[src/logic/qnt_pkg.sv]
`default_nettype none

package qnt_pkg;

  //////////////////////////////////////////////////
  // widths
  //////////////////////////////////////////////////

  localparam int PIXEL_W = 16; // pixel and threshold width
  localparam int ADDR_W  = 32; // threshold entry index width

  typedef logic signed [PIXEL_W-1:0] pixel_t;    // signed pixel or threshold
  typedef logic        [ADDR_W-1:0]  thr_addr_t; // entry index into threshold memory

  //////////////////////////////////////////////////
  // enums
  //////////////////////////////////////////////////

  typedef enum logic {
    MODE_4BIT = 1'b0, // 4 levels, 15 thresholds
    MODE_2BIT = 1'b1  // 2 levels, 3 thresholds
  } qnt_mode_e;

  typedef enum logic [1:0] {
    IDLE     = 2'd0, // waiting for a command
    FETCH_P0 = 2'd1, // request + wait, pixel 0 threshold
    FETCH_P1 = 2'd2, // request + wait, pixel 1 threshold
    DONE     = 2'd3  // result held until taken
  } qnt_state_e;

  //////////////////////////////////////////////////
  // bundles
  //////////////////////////////////////////////////

  typedef struct packed {
    pixel_t    pixel0;
    pixel_t    pixel1;
    thr_addr_t base; // first entry of the pixel 0 tree
    qnt_mode_e mode;
  } qnt_cmd_t;

  typedef struct packed {
    logic      req;
    thr_addr_t addr;
  } thr_req_t;

  typedef struct packed {
    logic   gnt;    // request taken
    logic   rvalid; // rdata valid, one per grant
    pixel_t rdata;
  } thr_rsp_t;

  // 4-bit mode  {p1[3:0], p0[3:0]}
  // 2-bit mode  {4'b0, p1[1:0], p0[1:0]}
  typedef logic [7:0] qnt_result_t;

endpackage

`default_nettype wire

[src/logic/qnt_addr_gen.sv]
`timescale 1ns/100ps
`default_nettype none

module qnt_addr_gen
  import qnt_pkg::*;
#(
  parameter int unsigned TREE_STRIDE = 16 // entries from pixel 0 tree to pixel 1 tree
) (
  input  logic       clk,
  input  logic       rst_n,
  input  logic       load_i,
  input  qnt_cmd_t   cmd_i,
  input  logic       fetch_pixel_i,
  input  logic       step_en_i,
  input  logic [1:0] level_i,
  input  logic [1:0] greater_i,   // last decision per pixel, registered
  output thr_addr_t  addr_o
);

  logic [1:0][3:0] pos_q;       // per pixel node, 1-based, last one fetched
  logic      [3:0] root;        // 8 or 2 depending on mode
  logic      [3:0] step;        // halves per level
  logic      [3:0] node;        // node of the current fetch
  logic      [3:0] pos_sel;
  thr_addr_t       tree_base;

  assign root    = (cmd_i.mode == MODE_4BIT) ? 4'd8 : 4'd2;
  assign step    = root >> level_i; // 4,2,1 or 1 past level 0
  assign pos_sel = pos_q[fetch_pixel_i];

  // move from the previous node by the previous decision of this pixel
  always_comb begin
    if (level_i == 2'd0) begin
      node = pos_sel;                // root, no decision yet
    end else if (greater_i[fetch_pixel_i]) begin
      node = pos_sel + step;         // pixel above, go up the sorted list
    end else begin
      node = pos_sel - step;
    end
  end

  //////////////////////////////////////////////////
  // address
  //////////////////////////////////////////////////

  assign tree_base = fetch_pixel_i ? (cmd_i.base + thr_addr_t'(TREE_STRIDE)) : cmd_i.base;
  assign addr_o    = tree_base + thr_addr_t'(node) - thr_addr_t'(1); // node is 1-based

  //////////////////////////////////////////////////
  // node positions
  //////////////////////////////////////////////////

  always_ff @(posedge clk or negedge rst_n) begin
    if (!rst_n) begin
      pos_q <= '0;
    end else if (load_i) begin
      pos_q[0] <= (cmd_i.mode == MODE_4BIT) ? 4'd8 : 4'd2; // cmd_i not yet loaded here
      pos_q[1] <= (cmd_i.mode == MODE_4BIT) ? 4'd8 : 4'd2;
    end else if (step_en_i) begin
      pos_q[fetch_pixel_i] <= node; // keep node, decision lands in cmp_acc on this edge
    end
  end

endmodule

`default_nettype wire

[src/logic/qnt_cmp_acc.sv]
`timescale 1ns/100ps
`default_nettype none

module qnt_cmp_acc
  import qnt_pkg::*;
(
  input  logic        clk,
  input  logic        rst_n,
  input  logic        load_i,
  input  qnt_cmd_t    cmd_i,
  input  logic        fetch_pixel_i,
  input  logic        step_en_i,
  input  pixel_t      rdata_i,      // threshold from memory
  output logic [1:0]  greater_o,    // registered decision per pixel
  output qnt_result_t res_o
);

  logic [1:0]      greater_q;
  logic [1:0][3:0] acc_q;     // per pixel result, msb first
  pixel_t          pix_sel;
  logic            greater;

  //////////////////////////////////////////////////
  // compare
  //////////////////////////////////////////////////

  assign pix_sel = fetch_pixel_i ? cmd_i.pixel1 : cmd_i.pixel0;
  assign greater = (pix_sel > rdata_i); // both signed, equal counts as not greater

  //////////////////////////////////////////////////
  // decision + shift registers
  //////////////////////////////////////////////////

  always_ff @(posedge clk or negedge rst_n) begin
    if (!rst_n) begin
      greater_q <= '0;
      acc_q     <= '0;
    end else if (load_i) begin
      greater_q <= '0;
      acc_q     <= '0; // fresh count per command
    end else if (step_en_i) begin
      greater_q[fetch_pixel_i] <= greater;
      acc_q[fetch_pixel_i]     <= {acc_q[fetch_pixel_i][2:0], greater};
    end
  end

  assign greater_o = greater_q;

  //////////////////////////////////////////////////
  // result packing
  //////////////////////////////////////////////////

  // 2-bit mode only shifts twice, low bits hold the count
  always_comb begin
    if (cmd_i.mode == MODE_4BIT) begin
      res_o = {acc_q[1], acc_q[0]};
    end else begin
      res_o = {4'b0000, acc_q[1][1:0], acc_q[0][1:0]};
    end
  end

endmodule

`default_nettype wire

[src/logic/qnt_ctrl.sv]
`timescale 1ns/100ps
`default_nettype none

module qnt_ctrl
  import qnt_pkg::*;
(
  input  logic       clk,
  input  logic       rst_n,

  // command handshake
  input  logic       cmd_valid_i,
  output logic       cmd_ready_o,
  input  qnt_mode_e  mode_i,        // from the registered command

  // threshold memory handshake
  input  logic       thr_gnt_i,
  input  logic       thr_rvalid_i,
  output logic       thr_req_o,     // request strobe, addr comes from qnt_addr_gen

  // result handshake
  input  logic       res_ready_i,
  output logic       res_valid_o,

  // datapath control
  output logic       load_o,        // command accepted this edge
  output logic       fetch_pixel_o, // 0 = pixel 0, 1 = pixel 1
  output logic       step_en_o,     // threshold arrives, compare + shift
  output logic [1:0] level_o        // tree level of the current fetch
);

  qnt_state_e state_q, state_d;
  logic [1:0] level_q, level_d;
  logic       pend_q, pend_d;  // granted, rvalid still to come
  logic [1:0] last_level;      // final level for this mode
  logic       fetching;

  //////////////////////////////////////////////////
  // decoded outputs
  //////////////////////////////////////////////////

  assign last_level = (mode_i == MODE_4BIT) ? 2'd3 : 2'd1;
  assign fetching   = (state_q == FETCH_P0) || (state_q == FETCH_P1);

  assign cmd_ready_o   = (state_q == IDLE);
  assign load_o        = cmd_ready_o & cmd_valid_i;
  assign res_valid_o   = (state_q == DONE);

  // only one outstanding request, so req drops between grant and rvalid
  assign thr_req_o     = fetching & ~pend_q;
  assign step_en_o     = fetching & pend_q & thr_rvalid_i;
  assign fetch_pixel_o = (state_q == FETCH_P1);
  assign level_o       = level_q;

  //////////////////////////////////////////////////
  // next state
  //////////////////////////////////////////////////

  always_comb begin
    state_d = state_q;
    level_d = level_q;
    pend_d  = pend_q;

    case (state_q)
      IDLE: begin
        if (load_o) begin
          state_d = FETCH_P0; // first request in the next cycle
          level_d = 2'd0;
          pend_d  = 1'b0;
        end
      end

      FETCH_P0: begin
        if (thr_req_o && thr_gnt_i) begin
          pend_d = 1'b1; // addr taken, wait for data
        end
        if (step_en_o) begin
          pend_d  = 1'b0;
          state_d = FETCH_P1; // same level, other pixel
        end
      end

      FETCH_P1: begin
        if (thr_req_o && thr_gnt_i) begin
          pend_d = 1'b1;
        end
        if (step_en_o) begin
          pend_d = 1'b0;
          if (level_q == last_level) begin
            state_d = DONE; // both trees walked to the leaf
          end else begin
            state_d = FETCH_P0;
            level_d = level_q + 2'd1;
          end
        end
      end

      DONE: begin
        if (res_ready_i) begin
          state_d = IDLE; // result taken on this edge
        end
      end

      default: state_d = IDLE;
    endcase
  end

  //////////////////////////////////////////////////
  // state registers
  //////////////////////////////////////////////////

  always_ff @(posedge clk or negedge rst_n) begin
    if (!rst_n) begin
      state_q <= IDLE;
      level_q <= 2'd0;
      pend_q  <= 1'b0;
    end else begin
      state_q <= state_d;
      level_q <= level_d;
      pend_q  <= pend_d;
    end
  end

endmodule

`default_nettype wire

[src/logic/qnt_top.sv]
`timescale 1ns/100ps
`default_nettype none

module qnt_top
  import qnt_pkg::*;
#(
  parameter int unsigned TREE_STRIDE = 16 // pixel 1 tree sits this far past base
) (
  input  logic        clk,
  input  logic        rst_n,

  input  logic        cmd_valid_i,
  input  qnt_cmd_t    cmd_i,
  output logic        cmd_ready_o,

  output thr_req_t    thr_req_o,
  input  thr_rsp_t    thr_rsp_i,

  output logic        res_valid_o,
  output qnt_result_t res_o,
  input  logic        res_ready_i
);

  qnt_cmd_t   cmd_q;       // command held for the whole search
  logic       load;
  logic       fetch_pixel;
  logic       step_en;
  logic [1:0] level;
  logic [1:0] greater;
  logic       req;
  thr_addr_t  addr;

  // command captured on the accept edge
  always_ff @(posedge clk or negedge rst_n) begin
    if (!rst_n) begin
      cmd_q <= '0;
    end else if (load) begin
      cmd_q <= cmd_i;
    end
  end

  assign thr_req_o = '{req: req, addr: addr};

  //////////////////////////////////////////////////
  // control + datapath
  //////////////////////////////////////////////////

  qnt_ctrl u_ctrl (
    .clk           (clk),
    .rst_n         (rst_n),
    .cmd_valid_i   (cmd_valid_i),
    .cmd_ready_o   (cmd_ready_o),
    .mode_i        (cmd_q.mode),
    .thr_gnt_i     (thr_rsp_i.gnt),
    .thr_rvalid_i  (thr_rsp_i.rvalid),
    .thr_req_o     (req),
    .res_ready_i   (res_ready_i),
    .res_valid_o   (res_valid_o),
    .load_o        (load),
    .fetch_pixel_o (fetch_pixel),
    .step_en_o     (step_en),
    .level_o       (level)
  );

  // addr_gen sees the incoming command on load to seed the roots
  qnt_addr_gen #(.TREE_STRIDE(TREE_STRIDE)) u_addr_gen (
    .clk           (clk),
    .rst_n         (rst_n),
    .load_i        (load),
    .cmd_i         (load ? cmd_i : cmd_q),
    .fetch_pixel_i (fetch_pixel),
    .step_en_i     (step_en),
    .level_i       (level),
    .greater_i     (greater),
    .addr_o        (addr)
  );

  qnt_cmp_acc u_cmp_acc (
    .clk           (clk),
    .rst_n         (rst_n),
    .load_i        (load),
    .cmd_i         (cmd_q),
    .fetch_pixel_i (fetch_pixel),
    .step_en_i     (step_en),
    .rdata_i       (thr_rsp_i.rdata),
    .greater_o     (greater),
    .res_o         (res_o)
  );

endmodule

`default_nettype wire

[config.mk]
export PLATFORM = sky130hd
export DESIGN_NAME = qnt_top
export DESIGN_NICKNAME = d
export VERILOG_FILES = /design/src/logic/qnt_pkg.sv /design/src/logic/qnt_addr_gen.sv /design/src/logic/qnt_cmp_acc.sv /design/src/logic/qnt_ctrl.sv /design/src/logic/qnt_top.sv
export SDC_FILE = /design/constraint.sdc
export NUM_CORES = 1
export LEC_CHECK = 0
export BUFFER_PORTS_ARGS = -buffer_cell sky130_fd_sc_hd__buf_4
export CORE_MARGIN = 2
export CORE_UTILIZATION = 53
export CTS_CLUSTER_SIZE = 10
export DETAILED_ROUTE_END_ITERATION = 7
export PLACE_DENSITY = 0.88
export SYNTH_ARGS = -nofsm -noshare
export SYNTH_HDL_FRONTEND = slang
export SYNTH_SLANG_ARGS = --single-unit
[constraint.sdc]
create_clock -name clk -period 14.3 [get_ports clk]
set_clock_uncertainty 0.05 [all_clocks]
set_input_delay 0.715 -clock clk [delete_from_list [all_inputs] [get_ports clk]]
set_output_delay 0.715 -clock clk [all_outputs]
set_load 0.03 [all_outputs]
==> run summary, run 1 <==
## GRT
- largest net degree at the start of global routing: 73
- global route hottest layer: met2
- number of global-route vias before repair: 5656
- first-pass GRT wire length: 25.8 mm
- global router's overall resource usage: 23.7%
- antenna violations before repair: 0
- Global Route met3 Usage: 2.78%
- global-route track usage on met2: 40.3%
- met1 layer usage reported by global route: 31.4%
- remaining global-route overflow: 0

## Timing
- Period Utilization, post-route: 49.8%
- Worst Max-Slew Pin Slew: 0.900 ns
- unrepaired setup endpoints after global routing: no
- Final Hold Fails: 0
- minimum clock period: 7.12 ns
- total negative setup slack: 0 ns
- final hold slack: 0.211 ns
- maximum achievable frequency: 0.141 GHz
- Final setup violation count: 0
- final number of max-transition violations: 0
- worst relative slew slack: 40.0%

## Drt
- post-DR wirelength/cell: 14.3 um
- average vias per placed instance: 5.40
- starting DRC count in detailed routing: 387
- sum of routed wire length over all layers: 15.6 mm
- Residual DRC: 0
- Initial DRT Pass Iterations: 4
- number of vias in the routed layout: 5925
- Post-DRT Antenna Nets: 0

## Clock network
- latest clock arrival within the worst-skew pair: 0.34 ns
- clock tree from TritonCTS: done
- clock slew at reported path FFs: 0.06 ns
- number of post-CTS setup repair buffers: 0
- total of hold buffers inserted after clock tree synthesis: 0
- TritonCTS Buffers: 9
- count of clock tree sinks: 86
- Root Buffer Master: sky130_fd_sc_hd__clkbuf_16
- maximum buffer depth of the clock tree: 2
- maximum level of the CTS H-tree: 3
- Resize count post-CTS: 0

## Critical path
- worst r2r path cells: 13
- element type at the critical path end: output port
- slack of the worst reg-to-reg path: 10.85 ns
- endpoint of the worst register-to-register path: u_cmp_acc.acc_q[0]
- largest fanout of any net on the critical path: 72
- signal arrival time at the worst endpoint: 6.35 ns
- required time at the worst-slack endpoint: 13.53 ns
- startpoint-to-endpoint class of the critical path: reg2out
- critical path startpoint category: flop
- launch point of the worst reg-to-reg path: u_ctrl.state_q[0]

## Finish
- Inserted Diodes: 0
- ratio of cells with drive above 1 in the final layout: 20.1%
- Filler cells: 1029
- total area of sequential cells: 2150 sq um
- multi-input combinational cell area: 4140 sq um
- Layout area overhead: 20.3%
- Final Net Count: 1070

## Die
- DIE AREA: 13700 sq um
- # IOs: 130
- area inside the core boundary: 12500 sq um
- count of standard-cell rows: 41
- Die Span X: 117 um
- Die Height: 117 um
- initial core utilization: 54.0%

## Logic synthesis
- mean cell area of the mapped netlist: 8.43 sq um
- synthesized instance count: 802
- register area share after synthesis: 31.8%
- main combinational cell family by area after synthesis: simple AND/OR/NAND/NOR gates
- adder-cell share of the synthesized area: 11.7%
- area fraction in compound gates after synthesis: 13.3%
- main flop type after synthesis: sky130_fd_sc_hd__dfrtp_1
- Post-Synthesis Cell Area: 6760 sq um
- mux share of post-synthesis cell area: 9.31%
- Ys Warns: 0
- count of flip-flops with a built-in enable after synthesis: 0
- Synthesized Nets: 951
- Unique masters post-synth: 68
- Post-Synth XOR/XNOR Area: 7.38%
- Post-synth ARST share: 100%
- share of synthesized cell area in and, or, nand and nor gates: 19.5%
- synthesized flop and latch total: 86

## Hold path
- worst min-delay path category: in2async

## Job
- max-cap viol count: 0

## Placed design
- DP HPWL: 12.0 mm
- routability congestion estimate: 0.883
- input/output buffers: 129

## Outcome
- status: finished clean

-- metal layers --
metal / vias to the layer above / wire [um]
met5: - / 0
met1: 2746 / 6940
li1: 2967 / -
met3: 29 / 854
met2: 183 / 7500
met4: 0 / 347
-- cells in the final DEF (no fill, tap or decap), types with 14 or more instances in the layout --
cell / synthesis / final
sky130_fd_sc_hd__a21o_1: 15 / 15
sky130_fd_sc_hd__a21oi_1: 41 / 41
sky130_fd_sc_hd__buf_4: 5 / 133
sky130_fd_sc_hd__dfrtp_1: 86 / 86
sky130_fd_sc_hd__ha_1: 60 / 60
sky130_fd_sc_hd__inv_1: 90 / 90
sky130_fd_sc_hd__mux2_2: 23 / 23
sky130_fd_sc_hd__mux2i_1: 37 / 37
sky130_fd_sc_hd__nand2_1: 147 / 147
sky130_fd_sc_hd__nand3_1: 20 / 20
sky130_fd_sc_hd__nand4_1: 14 / 14
sky130_fd_sc_hd__nor2_1: 39 / 39
sky130_fd_sc_hd__o21ai_0: 28 / 28
sky130_fd_sc_hd__xnor2_1: 47 / 47
-- cells by family after synthesis --
| family | Yosys count |
|---|---|
| fa+ha+maj | 62 |
| buf+inv | 115 |
| compound gates | 137 |
| simple gates | 285 |
| mux | 60 |
| xor+xnor | 57 |
| flops | 86 |
-- per-stage QoR --
stage / instances / cell area [sq um] / worst slack [ns] / utilization, %
6_report: 1097 / 8130 / 7.18 / 65.0
5_1_grt: 1097 / 8130 / 6.62 / 65.0
4_1_cts: 1097 / 8130 / 7.16 / 65.0
3_5_place_dp: 1082 / 7840 / 7.56 / 62.7
3_3_place_gp: 1082 / 7840 / 7.68 / 62.7
2_1_floorplan: 802 / 6760 / 7.64 / -
-- worst max-delay path: stages, from the launching register on --
cell and delay, ns:
sky130_fd_sc_hd__dfrtp_1 0.43, sky130_fd_sc_hd__inv_1 0.10, sky130_fd_sc_hd__ha_1 0.36, sky130_fd_sc_hd__nand2_2 0.13
sky130_fd_sc_hd__buf_4 0.69, sky130_fd_sc_hd__mux2i_1 0.25, sky130_fd_sc_hd__inv_1 0.13, sky130_fd_sc_hd__ha_1 0.15
sky130_fd_sc_hd__nand2_1 0.07, sky130_fd_sc_hd__or2_2 0.36, sky130_fd_sc_hd__or2_2 0.32, sky130_fd_sc_hd__or3_1 0.39
sky130_fd_sc_hd__xnor2_1 0.19, sky130_fd_sc_hd__inv_1 0.07, sky130_fd_sc_hd__ha_1 0.38, sky130_fd_sc_hd__and3_1 0.21
sky130_fd_sc_hd__o21ai_0 0.16, sky130_fd_sc_hd__a31oi_1 0.13, sky130_fd_sc_hd__o31a_1 0.31, sky130_fd_sc_hd__a311oi_1 0.50
sky130_fd_sc_hd__o21ai_0 0.15, sky130_fd_sc_hd__a21oi_1 0.21, sky130_fd_sc_hd__xor2_1 0.16, sky130_fd_sc_hd__buf_4 0.18
-- cell usage after synthesis, types with 4 or more instances --
library cell               instances  area, sq um
sky130_fd_sc_hd__nand2_1         147          552
sky130_fd_sc_hd__inv_1            90          338
sky130_fd_sc_hd__dfrtp_1          86         2150
sky130_fd_sc_hd__ha_1             60          751
sky130_fd_sc_hd__xnor2_1          47          412
sky130_fd_sc_hd__a21oi_1          41          205
sky130_fd_sc_hd__nor2_1           39          146
sky130_fd_sc_hd__mux2i_1          37          370
sky130_fd_sc_hd__o21ai_0          28          140
sky130_fd_sc_hd__mux2_2           23          259
sky130_fd_sc_hd__nand3_1          20          100
sky130_fd_sc_hd__a21o_1           15          113
sky130_fd_sc_hd__clkbuf_1         14         52.6
sky130_fd_sc_hd__nand4_1          14         87.6
sky130_fd_sc_hd__nor3_1           12         60.1
sky130_fd_sc_hd__nor2b_1          10         62.6
sky130_fd_sc_hd__xor2_1           10         87.6
sky130_fd_sc_hd__nand2b_1          6         37.5
sky130_fd_sc_hd__o21bai_1          6         45.0
sky130_fd_sc_hd__or2_2             6         37.5
sky130_fd_sc_hd__or3_1             6         37.5
sky130_fd_sc_hd__a211oi_1          5         37.5
sky130_fd_sc_hd__a31oi_1           5         31.3
sky130_fd_sc_hd__buf_4             5         37.5
sky130_fd_sc_hd__o41ai_1           4         35.0
-- state kept, by name, summed over array words and instances, names as in the netlist --
register	count
cmd_q	65
u_addr_gen.pos_q	8
u_cmp_acc.acc_q	8
u_ctrl.level_o	2
u_ctrl.state_q	2
u_ctrl.pend_q	1
-- worst max-delay path by stage --
stage	start	to	slack [ns]	cells after the start
floorplan	u_ctrl.state_q[0]	thr_req_o[31]	7.64	24
global placement	cmd_valid_i	thr_req_o[31]	7.68	22
detailed placement	u_ctrl.state_q[1]	thr_req_o[31]	7.56	23
CTS	u_ctrl.state_q[1]	thr_req_o[31]	7.16	23
global route	u_ctrl.state_q[1]	thr_req_o[31]	6.62	23
finish	u_ctrl.state_q[1]	thr_req_o[31]	7.18	23
-- layout make-up --
cell class	instances	area share (%)
Clock buffer	11	2.98
Clock inverter	4	0.585
Inverter	90	4.15
Multi-Input combinational cell	601	50.9
Sequential cell	86	26.5
Tap cell	172	2.65
Timing Repair Buffer	133	12.3
Power of run 1 is not shown: default switching activity piles up to over one toggle a cycle in this logic, so the estimate is an artifact.
==> run 2: changes to the inputs <==
--- a/config.mk
+++ b/config.mk
@@ -5,12 +5,13 @@
 export SDC_FILE = /design/constraint.sdc
 export NUM_CORES = 1
 export LEC_CHECK = 0
+export ABC_AREA = 1
 export BUFFER_PORTS_ARGS = -buffer_cell sky130_fd_sc_hd__buf_4
 export CORE_MARGIN = 2
-export CORE_UTILIZATION = 53
+export CORE_UTILIZATION = 52
 export CTS_CLUSTER_SIZE = 10
 export DETAILED_ROUTE_END_ITERATION = 7
-export PLACE_DENSITY = 0.88
+export PLACE_DENSITY = 0.89
 export SYNTH_ARGS = -nofsm -noshare
 export SYNTH_HDL_FRONTEND = slang
 export SYNTH_SLANG_ARGS = --single-unit
==> constraint.sdc (replaced) <==
create_clock -name clk -period 5.8 [get_ports clk]
set_clock_uncertainty 0.05 [all_clocks]
set_input_delay 0.29 -clock clk [delete_from_list [all_inputs] [get_ports clk]]
set_output_delay 0.29 -clock clk [all_outputs]
set_load 0.03 [all_outputs]
==> run 2 against run 1 <==
  * Synthesized cell count increased by 32%
  * Sequential share of layout area fell by 1.8 points
  * Via count is 22% higher
  * Critical endpoint is now thr_req_o[30]
  * Synthesized area up 7.8%
  * Global-route usage increased by 1.7 points
  * Critical path depth down 2
  * Cell count rose by 25%
  * Utilization shrank 1.7 points
==> run summary, run 2 <==
## Die
- area inside the core boundary: 13800 sq um, +10%
- count of standard-cell rows: 43, +4.9%
- Die Span X: 122 um, +4.7%
- DIE AREA: 15000 sq um, +9.5%
- initial core utilization: 52.9%, -1.1 points
- # IOs: 130, unchanged
- Die Height: 122 um, +4.7%

## Finish
- Final Net Count: 1334, +25%
- flip-flop count of the largest register after layout: 65, unchanged
- leading registers by flop count: cmd_q x65, u_addr_gen.pos_q x8, u_cmp_acc.acc_q x8
- Layout area overhead: 19.7%
- Filler cells: 1238, +20%
- most frequent cells in the layout: 346 x sky130_fd_sc_hd__nand2_1, 143 x sky130_fd_sc_hd__buf_4, 141 x sky130_fd_sc_hd__inv_1
- Largest Register: cmd_q
- ratio of cells with drive above 1 in the final layout: 18.7%, -1.4 points
- leading cell type in the layout, fill and taps excluded: sky130_fd_sc_hd__nand2_1
- Inserted Diodes: 0, unchanged

## Logic synthesis
- count of flip-flops with a built-in enable after synthesis: 0, unchanged
- dominant cell type by area after synthesis: sky130_fd_sc_hd__dfrtp_1
- Ys Warns: 0, unchanged
- Post-synth ARST share: 100%, unchanged
- dominant cells by area after synthesis: sky130_fd_sc_hd__dfrtp_1 30%, sky130_fd_sc_hd__nand2_1 18%, sky130_fd_sc_hd__ha_1 10%, sky130_fd_sc_hd__inv_1 7.3%, sky130_fd_sc_hd__xor2_1 4.4%
- mean cell area of the mapped netlist: 6.89 sq um, -18%
- Post-Synthesis Cell Area: 7290 sq um, +7.8%
- main flop type after synthesis: sky130_fd_sc_hd__dfrtp_1
- synthesized instance count: 1057, +32%
- register area share after synthesis: 29.5%, -2.3 points
- Unique masters post-synth: 49, -28%
- share of the synthesized area in the top cell type: 29.5%, -2.3 points
- Synthesized Nets: 1206, +27%
- synthesized flop and latch total: 86, unchanged
- Synth top cells by count: 346 x sky130_fd_sc_hd__nand2_1, 141 x sky130_fd_sc_hd__inv_1, 86 x sky130_fd_sc_hd__dfrtp_1, 73 x sky130_fd_sc_hd__nor2_1, 60 x sky130_fd_sc_hd__ha_1
- most frequent cell after synthesis: sky130_fd_sc_hd__nand2_1

## Drt
- Post-DRT Antenna Nets: 0, unchanged
- Residual DRC: 0, unchanged
- starting DRC count in detailed routing: 482, +25%
- Initial DRT Pass Iterations: 7, +3
- sum of routed wire length over all layers: 18.5 mm, +18%
- number of vias in the routed layout: 7248, +22%
- post-DR wirelength/cell: 13.5 um, -5.4%
- average vias per placed instance: 5.29, -2.0%

## GRT
- met1 layer usage reported by global route: 32.9%, +1.5 points
- number of global-route vias before repair: 6843, +21%
- Global Route met3 Usage: 4.69%, +1.9 points
- global-route track usage on met2: 43.6%, +3.2 points
- first-pass GRT wire length: 30.6 mm, +18%
- global route hottest layer: met2
- remaining global-route overflow: 0, unchanged
- largest net degree at the start of global routing: 86, +18%
- antenna violations before repair: 0, unchanged
- global router's overall resource usage: 25.5%, +1.7 points

## Clock network
- maximum level of the CTS H-tree: 3, unchanged
- Root Buffer Master: sky130_fd_sc_hd__clkbuf_16
- latest clock arrival within the worst-skew pair: 0.34 ns, about the same
- TritonCTS Buffers: 9, unchanged
- clock tree from TritonCTS: done
- clock slew at reported path FFs: 0.06 ns, about the same
- maximum buffer depth of the clock tree: 2, unchanged
- count of clock tree sinks: 86, unchanged

## Critical path
- startpoint-to-endpoint class of the critical path: reg2out
- slack of the worst reg-to-reg path: 3.01 ns, -7.84 ns
- element type at the critical path end: output port
- required time at the worst-slack endpoint: 5.46 ns, -8.07 ns
- first element of the critical path: u_ctrl.state_q[1]
- largest fanout of any net on the critical path: 50, -31%
- destination of the critical timing path: thr_req_o[30]
- critical path startpoint category: flop
- endpoint of the worst register-to-register path: u_addr_gen.pos_q[0]
- launch point of the worst reg-to-reg path: u_ctrl.state_q[0]
- worst r2r path cells: 10, -3
- signal arrival time at the worst endpoint: 4.96 ns, -1.39 ns

## Timing
- total negative setup slack: 0 ns, unchanged
- Period Utilization, post-route: 91.3%
- maximum achievable frequency: 0.189 GHz
- unrepaired setup endpoints after global routing: no
- Final setup violation count: 0, unchanged
- minimum clock period: 5.30 ns
- final number of max-transition violations: 0, unchanged
- worst relative slew slack: 29.4%, -11 points
- Final Hold Fails: 0, unchanged
- Worst Max-Slew Pin Slew: 1.06 ns, +0.159 ns

## Hold path
- worst min-delay path category: in2reg

## Job
- max-cap viol count: 0, unchanged

## Placed design
- routability congestion estimate: 0.929, +5.2%
- input/output buffers: 129, unchanged
- DP HPWL: 14.2 mm, +19%

## Outcome
- status: finished clean

## run 2: cell types whose count changed in the layout (fill, tap and decap cells not counted), moves of 9 or more
| cell | change |
|---|---|
| sky130_fd_sc_hd__nand2_1 | +199 |
| sky130_fd_sc_hd__inv_1 | +51 |
| sky130_fd_sc_hd__xnor2_1 | -37 |
| sky130_fd_sc_hd__mux2i_1 | -36 |
| sky130_fd_sc_hd__nor2_1 | +34 |
| sky130_fd_sc_hd__nand3_1 | +33 |
| sky130_fd_sc_hd__xor2_1 | +27 |
| sky130_fd_sc_hd__mux2_2 | -23 |
| sky130_fd_sc_hd__nand2_2 | +23 |
| sky130_fd_sc_hd__buf_4 | +10 |
| sky130_fd_sc_hd__nor2b_1 | -10 |
| sky130_fd_sc_hd__o22ai_1 | +9 |
## run 2: repair_timing
action	in CTS	in global routing
resized for setup	1	10
hold endpoints to repair	1	0
buffers inserted	0	6
setup endpoints to repair	1	19
hold buffers	1	0
pin swaps	0	2
## run 2: layout make-up
| class | instances | area (sq um) | area share [%] |
|---|---|---|---|
| tap | 180 | 225 | 2.58 |
| sequential | 86 | 2150 | 24.7 |
| inverter | 144 | 541 | 6.20 |
| multi-input combinational | 800 | 4450 | 51.1 |
| clock buffer | 9 | 225 | 2.58 |
| timing repair buffer | 144 | 1080 | 12.4 |
| clock inverter | 7 | 41.3 | 0.473 |
## run 2: worst min path at each step
stage,startpoint,to,slack (ns),cells past startpoint
after floorplan,rst_n,cmd_q[0],-0.06,0
after global placement,rst_n,cmd_q[21],0.02,1
after detailed placement,rst_n,cmd_q[21],0.02,1
after CTS,cmd_i[48],cmd_q[48],0.09,3
after global routing,cmd_i[46],cmd_q[46],0.08,3
final,cmd_i[34],cmd_q[34],0.09,3
## run 2: cells by family (layout without fill, tap and decap cells)
kind of cell,count (synthesis),in the layout,synth area share [%]
xor+xnor,47,47,5.65
simple gates,557,557,33.5
mux,1,1,0.137
fa+ha+maj,62,62,10.9
buf+inv,171,304,9.77
flops,86,86,29.5
compound gates,133,133,10.6
## run 2: per-layer routing
metal  share of wire, %  vias up
met2                 49      260
met5                  0        -
met3                6.4       27
met4                1.8        0
met1                 43     3345
li1                   -     3616
## run 2: through the flow
stage | instances | hold slack [ns] | util, % | setup WS, ns | instance area [sq um]
after floorplan | 1057 | -0.0556 | - | 0.457 | 7290
after global placement | 1347 | 0.0210 | 60.8 | 0.535 | 8370
after detailed placement | 1347 | 0.0213 | 60.8 | 0.302 | 8370
after CTS | 1364 | 0.0852 | 62.8 | 0.0489 | 8650
after global routing | 1370 | 0.0827 | 63.3 | 0.0677 | 8720
final | 1370 | 0.0907 | 63.3 | 0.503 | 8720
## run 2: critical path, cell delays in order (launching register included)
cell and delay, ns:
sky130_fd_sc_hd__dfrtp_1 0.43, sky130_fd_sc_hd__inv_1 0.11, sky130_fd_sc_hd__ha_1 0.24, sky130_fd_sc_hd__nand2_4 0.09
sky130_fd_sc_hd__buf_4 0.16, sky130_fd_sc_hd__buf_4 0.46, sky130_fd_sc_hd__nand2_1 0.13, sky130_fd_sc_hd__nand2_1 0.21
sky130_fd_sc_hd__nand2_1 0.13, sky130_fd_sc_hd__nor4_1 0.38, sky130_fd_sc_hd__nand3_1 0.21, sky130_fd_sc_hd__xor2_1 0.20
sky130_fd_sc_hd__nand2_1 0.07, sky130_fd_sc_hd__o21ai_0 0.10, sky130_fd_sc_hd__ha_1 0.43, sky130_fd_sc_hd__nand2_1 0.09
sky130_fd_sc_hd__nor4_1 0.52, sky130_fd_sc_hd__nand4_1 0.25, sky130_fd_sc_hd__nand2_1 0.12, sky130_fd_sc_hd__nand2_1 0.05
sky130_fd_sc_hd__nand2_1 0.07, sky130_fd_sc_hd__buf_4 0.16
Power of run 2 is left out for the same reason.
==> run 3: changes to the inputs <==
--- a/config.mk
+++ b/config.mk
@@ -5,13 +5,15 @@
 export SDC_FILE = /design/constraint.sdc
 export NUM_CORES = 1
 export LEC_CHECK = 0
-export ABC_AREA = 1
+export ABC_AREA = 0
 export BUFFER_PORTS_ARGS = -buffer_cell sky130_fd_sc_hd__buf_4
 export CORE_MARGIN = 2
-export CORE_UTILIZATION = 52
+export CORE_UTILIZATION = 51
 export CTS_CLUSTER_SIZE = 10
 export DETAILED_ROUTE_END_ITERATION = 7
-export PLACE_DENSITY = 0.89
+export MAX_ROUTING_LAYER = met4
+export PLACE_DENSITY = 0.88
+export REMOVE_ABC_BUFFERS = 1
 export SYNTH_ARGS = -nofsm -noshare
 export SYNTH_HDL_FRONTEND = slang
 export SYNTH_SLANG_ARGS = --single-unit
==> run 3 against run 2 <==
  * Routed wire length shrank 8.4%
  * First-iteration DRC count shrank 33%
  * Worst setup slack lost 0.26 ns
  * Cell count shrank 18%
  * Die area shrank 5.2%
  * Global-route usage shrank 0.93 points
  * Design area shrank 2.7%
  * Via count shrank 16%
  * Utilization grew 1.5 points
  * Critical path depth shrank 1
  * Flip-flop and latch count is the same
  * Non-clock buffer count grew 5
==> run summary, run 3 (synthesized netlist as in run 1, its figures left out) <==
## Drt
- sum of routed wire length over all layers: 16.9 mm, -8.4%
- number of vias in the routed layout: 6074, -16%
- met2 wire len: 8.42 mm, -6.6%
- post-DR wirelength/cell: 15.1 um, +12%
- Initial DRT Pass Iterations: 5, -2
- top metal layer carrying routed signals: met4
- average vias per placed instance: 5.43, +2.7%
- starting DRC count in detailed routing: 323, -33%
- Residual DRC: 0, unchanged
- Post-DRT Antenna Nets: 0, unchanged
- wire length on met1: 7.47 mm, -6.0%
- detailed-routed wire length on met3: 789 um, -33%

## Critical path
- slack of the worst reg-to-reg path: 2.19 ns, -0.82 ns
- highest-delay cell along the critical path: sky130_fd_sc_hd__or3_1
- largest incremental delay on the critical path: 0.49 ns, -0.03 ns
- largest fanout of any net on the critical path: 9, -82%
- element type at the critical path end: output port
- required time at the worst-slack endpoint: 5.46 ns, about the same
- startpoint-to-endpoint class of the critical path: reg2out
- destination of the critical timing path: thr_req_o[30]
- critical path startpoint category: flop
- endpoint of the worst register-to-register path: u_cmp_acc.acc_q[0]
- launch point of the worst reg-to-reg path: u_ctrl.state_q[0]
- signal arrival time at the worst endpoint: 5.22 ns, +0.26 ns
- CP most frequent cell: sky130_fd_sc_hd__a21o_1
- worst r2r path cells: 14, +4
- cell-by-cell listing of the critical path: inv_2, ha_4, nand2_4, buf_4, mux2_2, nand4_1, or3_1, nor3_1, xnor2_1, inv_1, ha_2, a21o_1, a21o_1, a311o_1, a21o_1, a211oi_2, o31ai_4, a41oi_2, xnor2_1, buf_4
- first element of the critical path: u_ctrl.state_q[1]

## Die
- # IOs: 130, unchanged
- area inside the core boundary: 13100 sq um, -5.0%
- DIE AREA: 14200 sq um, -5.2%
- initial core utilization: 51.7%, -1.2 points
- count of standard-cell rows: 42, -2.3%
- Die Height: 119 um, -2.7%
- Die Span X: 119 um, -2.7%

## GRT
- first-pass GRT wire length: 27.8 mm, -9.0%
- number of global-route vias before repair: 6074, -11%
- remaining global-route overflow: 0, unchanged
- antenna violations before repair: 0, unchanged
- largest net degree at the start of global routing: 50, -42%
- global router's overall resource usage: 24.5%, -0.93 points

## Clock network
- Root Buffer Master: sky130_fd_sc_hd__clkbuf_16
- latest clock arrival within the worst-skew pair: 0.33 ns, about the same
- clock slew at reported path FFs: 0.06 ns, about the same
- count of clock tree sinks: 86, unchanged
- maximum buffer depth of the clock tree: 2, unchanged
- clock tree from TritonCTS: done
- TritonCTS Buffers: 9, unchanged
- maximum level of the CTS H-tree: 3, unchanged

## Finish
- most frequent cells in the layout: 147 x sky130_fd_sc_hd__nand2_1, 147 x sky130_fd_sc_hd__buf_4, 88 x sky130_fd_sc_hd__inv_1
- Inserted Diodes: 0, unchanged
- leading registers by flop count: cmd_q x65, u_addr_gen.pos_q x8, u_cmp_acc.acc_q x8
- Final Net Count: 1086, -19%
- ratio of cells with drive above 1 in the final layout: 24.7%, +6.0 points
- Finished Core Util: 64.8%, +1.5 points
- Filler cells: 1067, -14%
- Layout area overhead: 25.5%
- flip-flop count of the largest register after layout: 65, unchanged
- total non-filler cell area in the finished layout: 8480 sq um, -2.7%
- Largest Register: cmd_q

## Hold path
- cell depth of the worst min-delay path: 3, unchanged
- worst min-delay path category: in2reg

## Placed design
- routability congestion estimate: 0.937, +0.88%
- input/output buffers: 129, unchanged
- DP HPWL: 12.5 mm, -12%
- cell area reported after detailed placement: 7920 sq um, -5.4%

## Timing
- minimum clock period: 5.56 ns, +0.258 ns
- Period Utilization, post-route: 95.8%, +4.4 points
- Worst Max-Slew Pin Slew: 0.721 ns, -0.338 ns
- Final setup violation count: 0, unchanged
- maximum achievable frequency: 0.180 GHz, -4.6%
- worst relative slew slack: 51.8%, +22 points
- final number of max-transition violations: 0, unchanged
- Final Hold Fails: 0, unchanged

## Job
- max-cap viol count: 0, unchanged

## Outcome
- status: finished clean

run 3: cell type report:
type	count	area, sq um	share of cell area, %
multi-input cells	601	4310	50.8
repair buffers	149	1120	13.3
inverters	90	338	3.98
flip-flops and latches	86	2150	25.4
clock inverters	5	108	1.27
well taps	176	220	2.60
clock buffers	11	233	2.74
run 3: layer usage:
metal  vias up  GRT usage [%]
met5         -              -
met4         0           7.51
met3        25           3.16
met2       192           42.0
met1      2842           30.4
li1       3015              -
run 3: per-stage QoR:
step | hold slack (ns) | TNS, ns | cells | worst slack (ns)
4_1_cts | 0.0889 | 0 | 1114 | 0.0196
5_1_grt | 0.0947 | -0.121 | 1118 | -0.0478
3_5_place_dp | 0.248 | -0.00759 | 1095 | -0.00759
6_report | 0.0977 | 0 | 1118 | 0.245
3_3_place_gp | 0.237 | 0 | 1095 | 0.247
2_1_floorplan | -0.0556 | -6.59 | 777 | -0.737
run 3: repair_timing:
action | in CTS | in global routing
hold endpoints to repair | 39 | 0
hold buffers | 1 | 0
resized for setup | 10 | 32
pin swaps | 2 | 9
setup buffers | 2 | 4
endpoints found under the setup margin | 11 | 17
run 3: worst min-delay path by stage:
stage               startpoint   endpoint  slack (ns)
global placement         rst_n  cmd_q[35]        0.24
finish               cmd_i[49]  cmd_q[49]         0.1
detailed placement       rst_n  cmd_q[51]        0.25
floorplan                rst_n   cmd_q[0]       -0.06
CTS                  cmd_i[38]  cmd_q[38]        0.09
global route         cmd_i[33]  cmd_q[33]        0.09
run 3: worst max-delay path, delay by kind of cell (launching register included):
| kind | cells | cell delay, ns |
|---|---|---|
| AO/OA/AOI/OAI | 7 | 1.64 |
| AND/OR/NAND/NOR | 4 | 1.09 |
| buffers and inverters | 4 | 0.57 |
| adder cells (fa/ha/maj) | 2 | 0.54 |
| flip-flops | 1 | 0.45 |
| XOR/XNOR | 2 | 0.32 |
| multiplexers | 1 | 0.28 |
Power of run 3 is left out for the same reason.
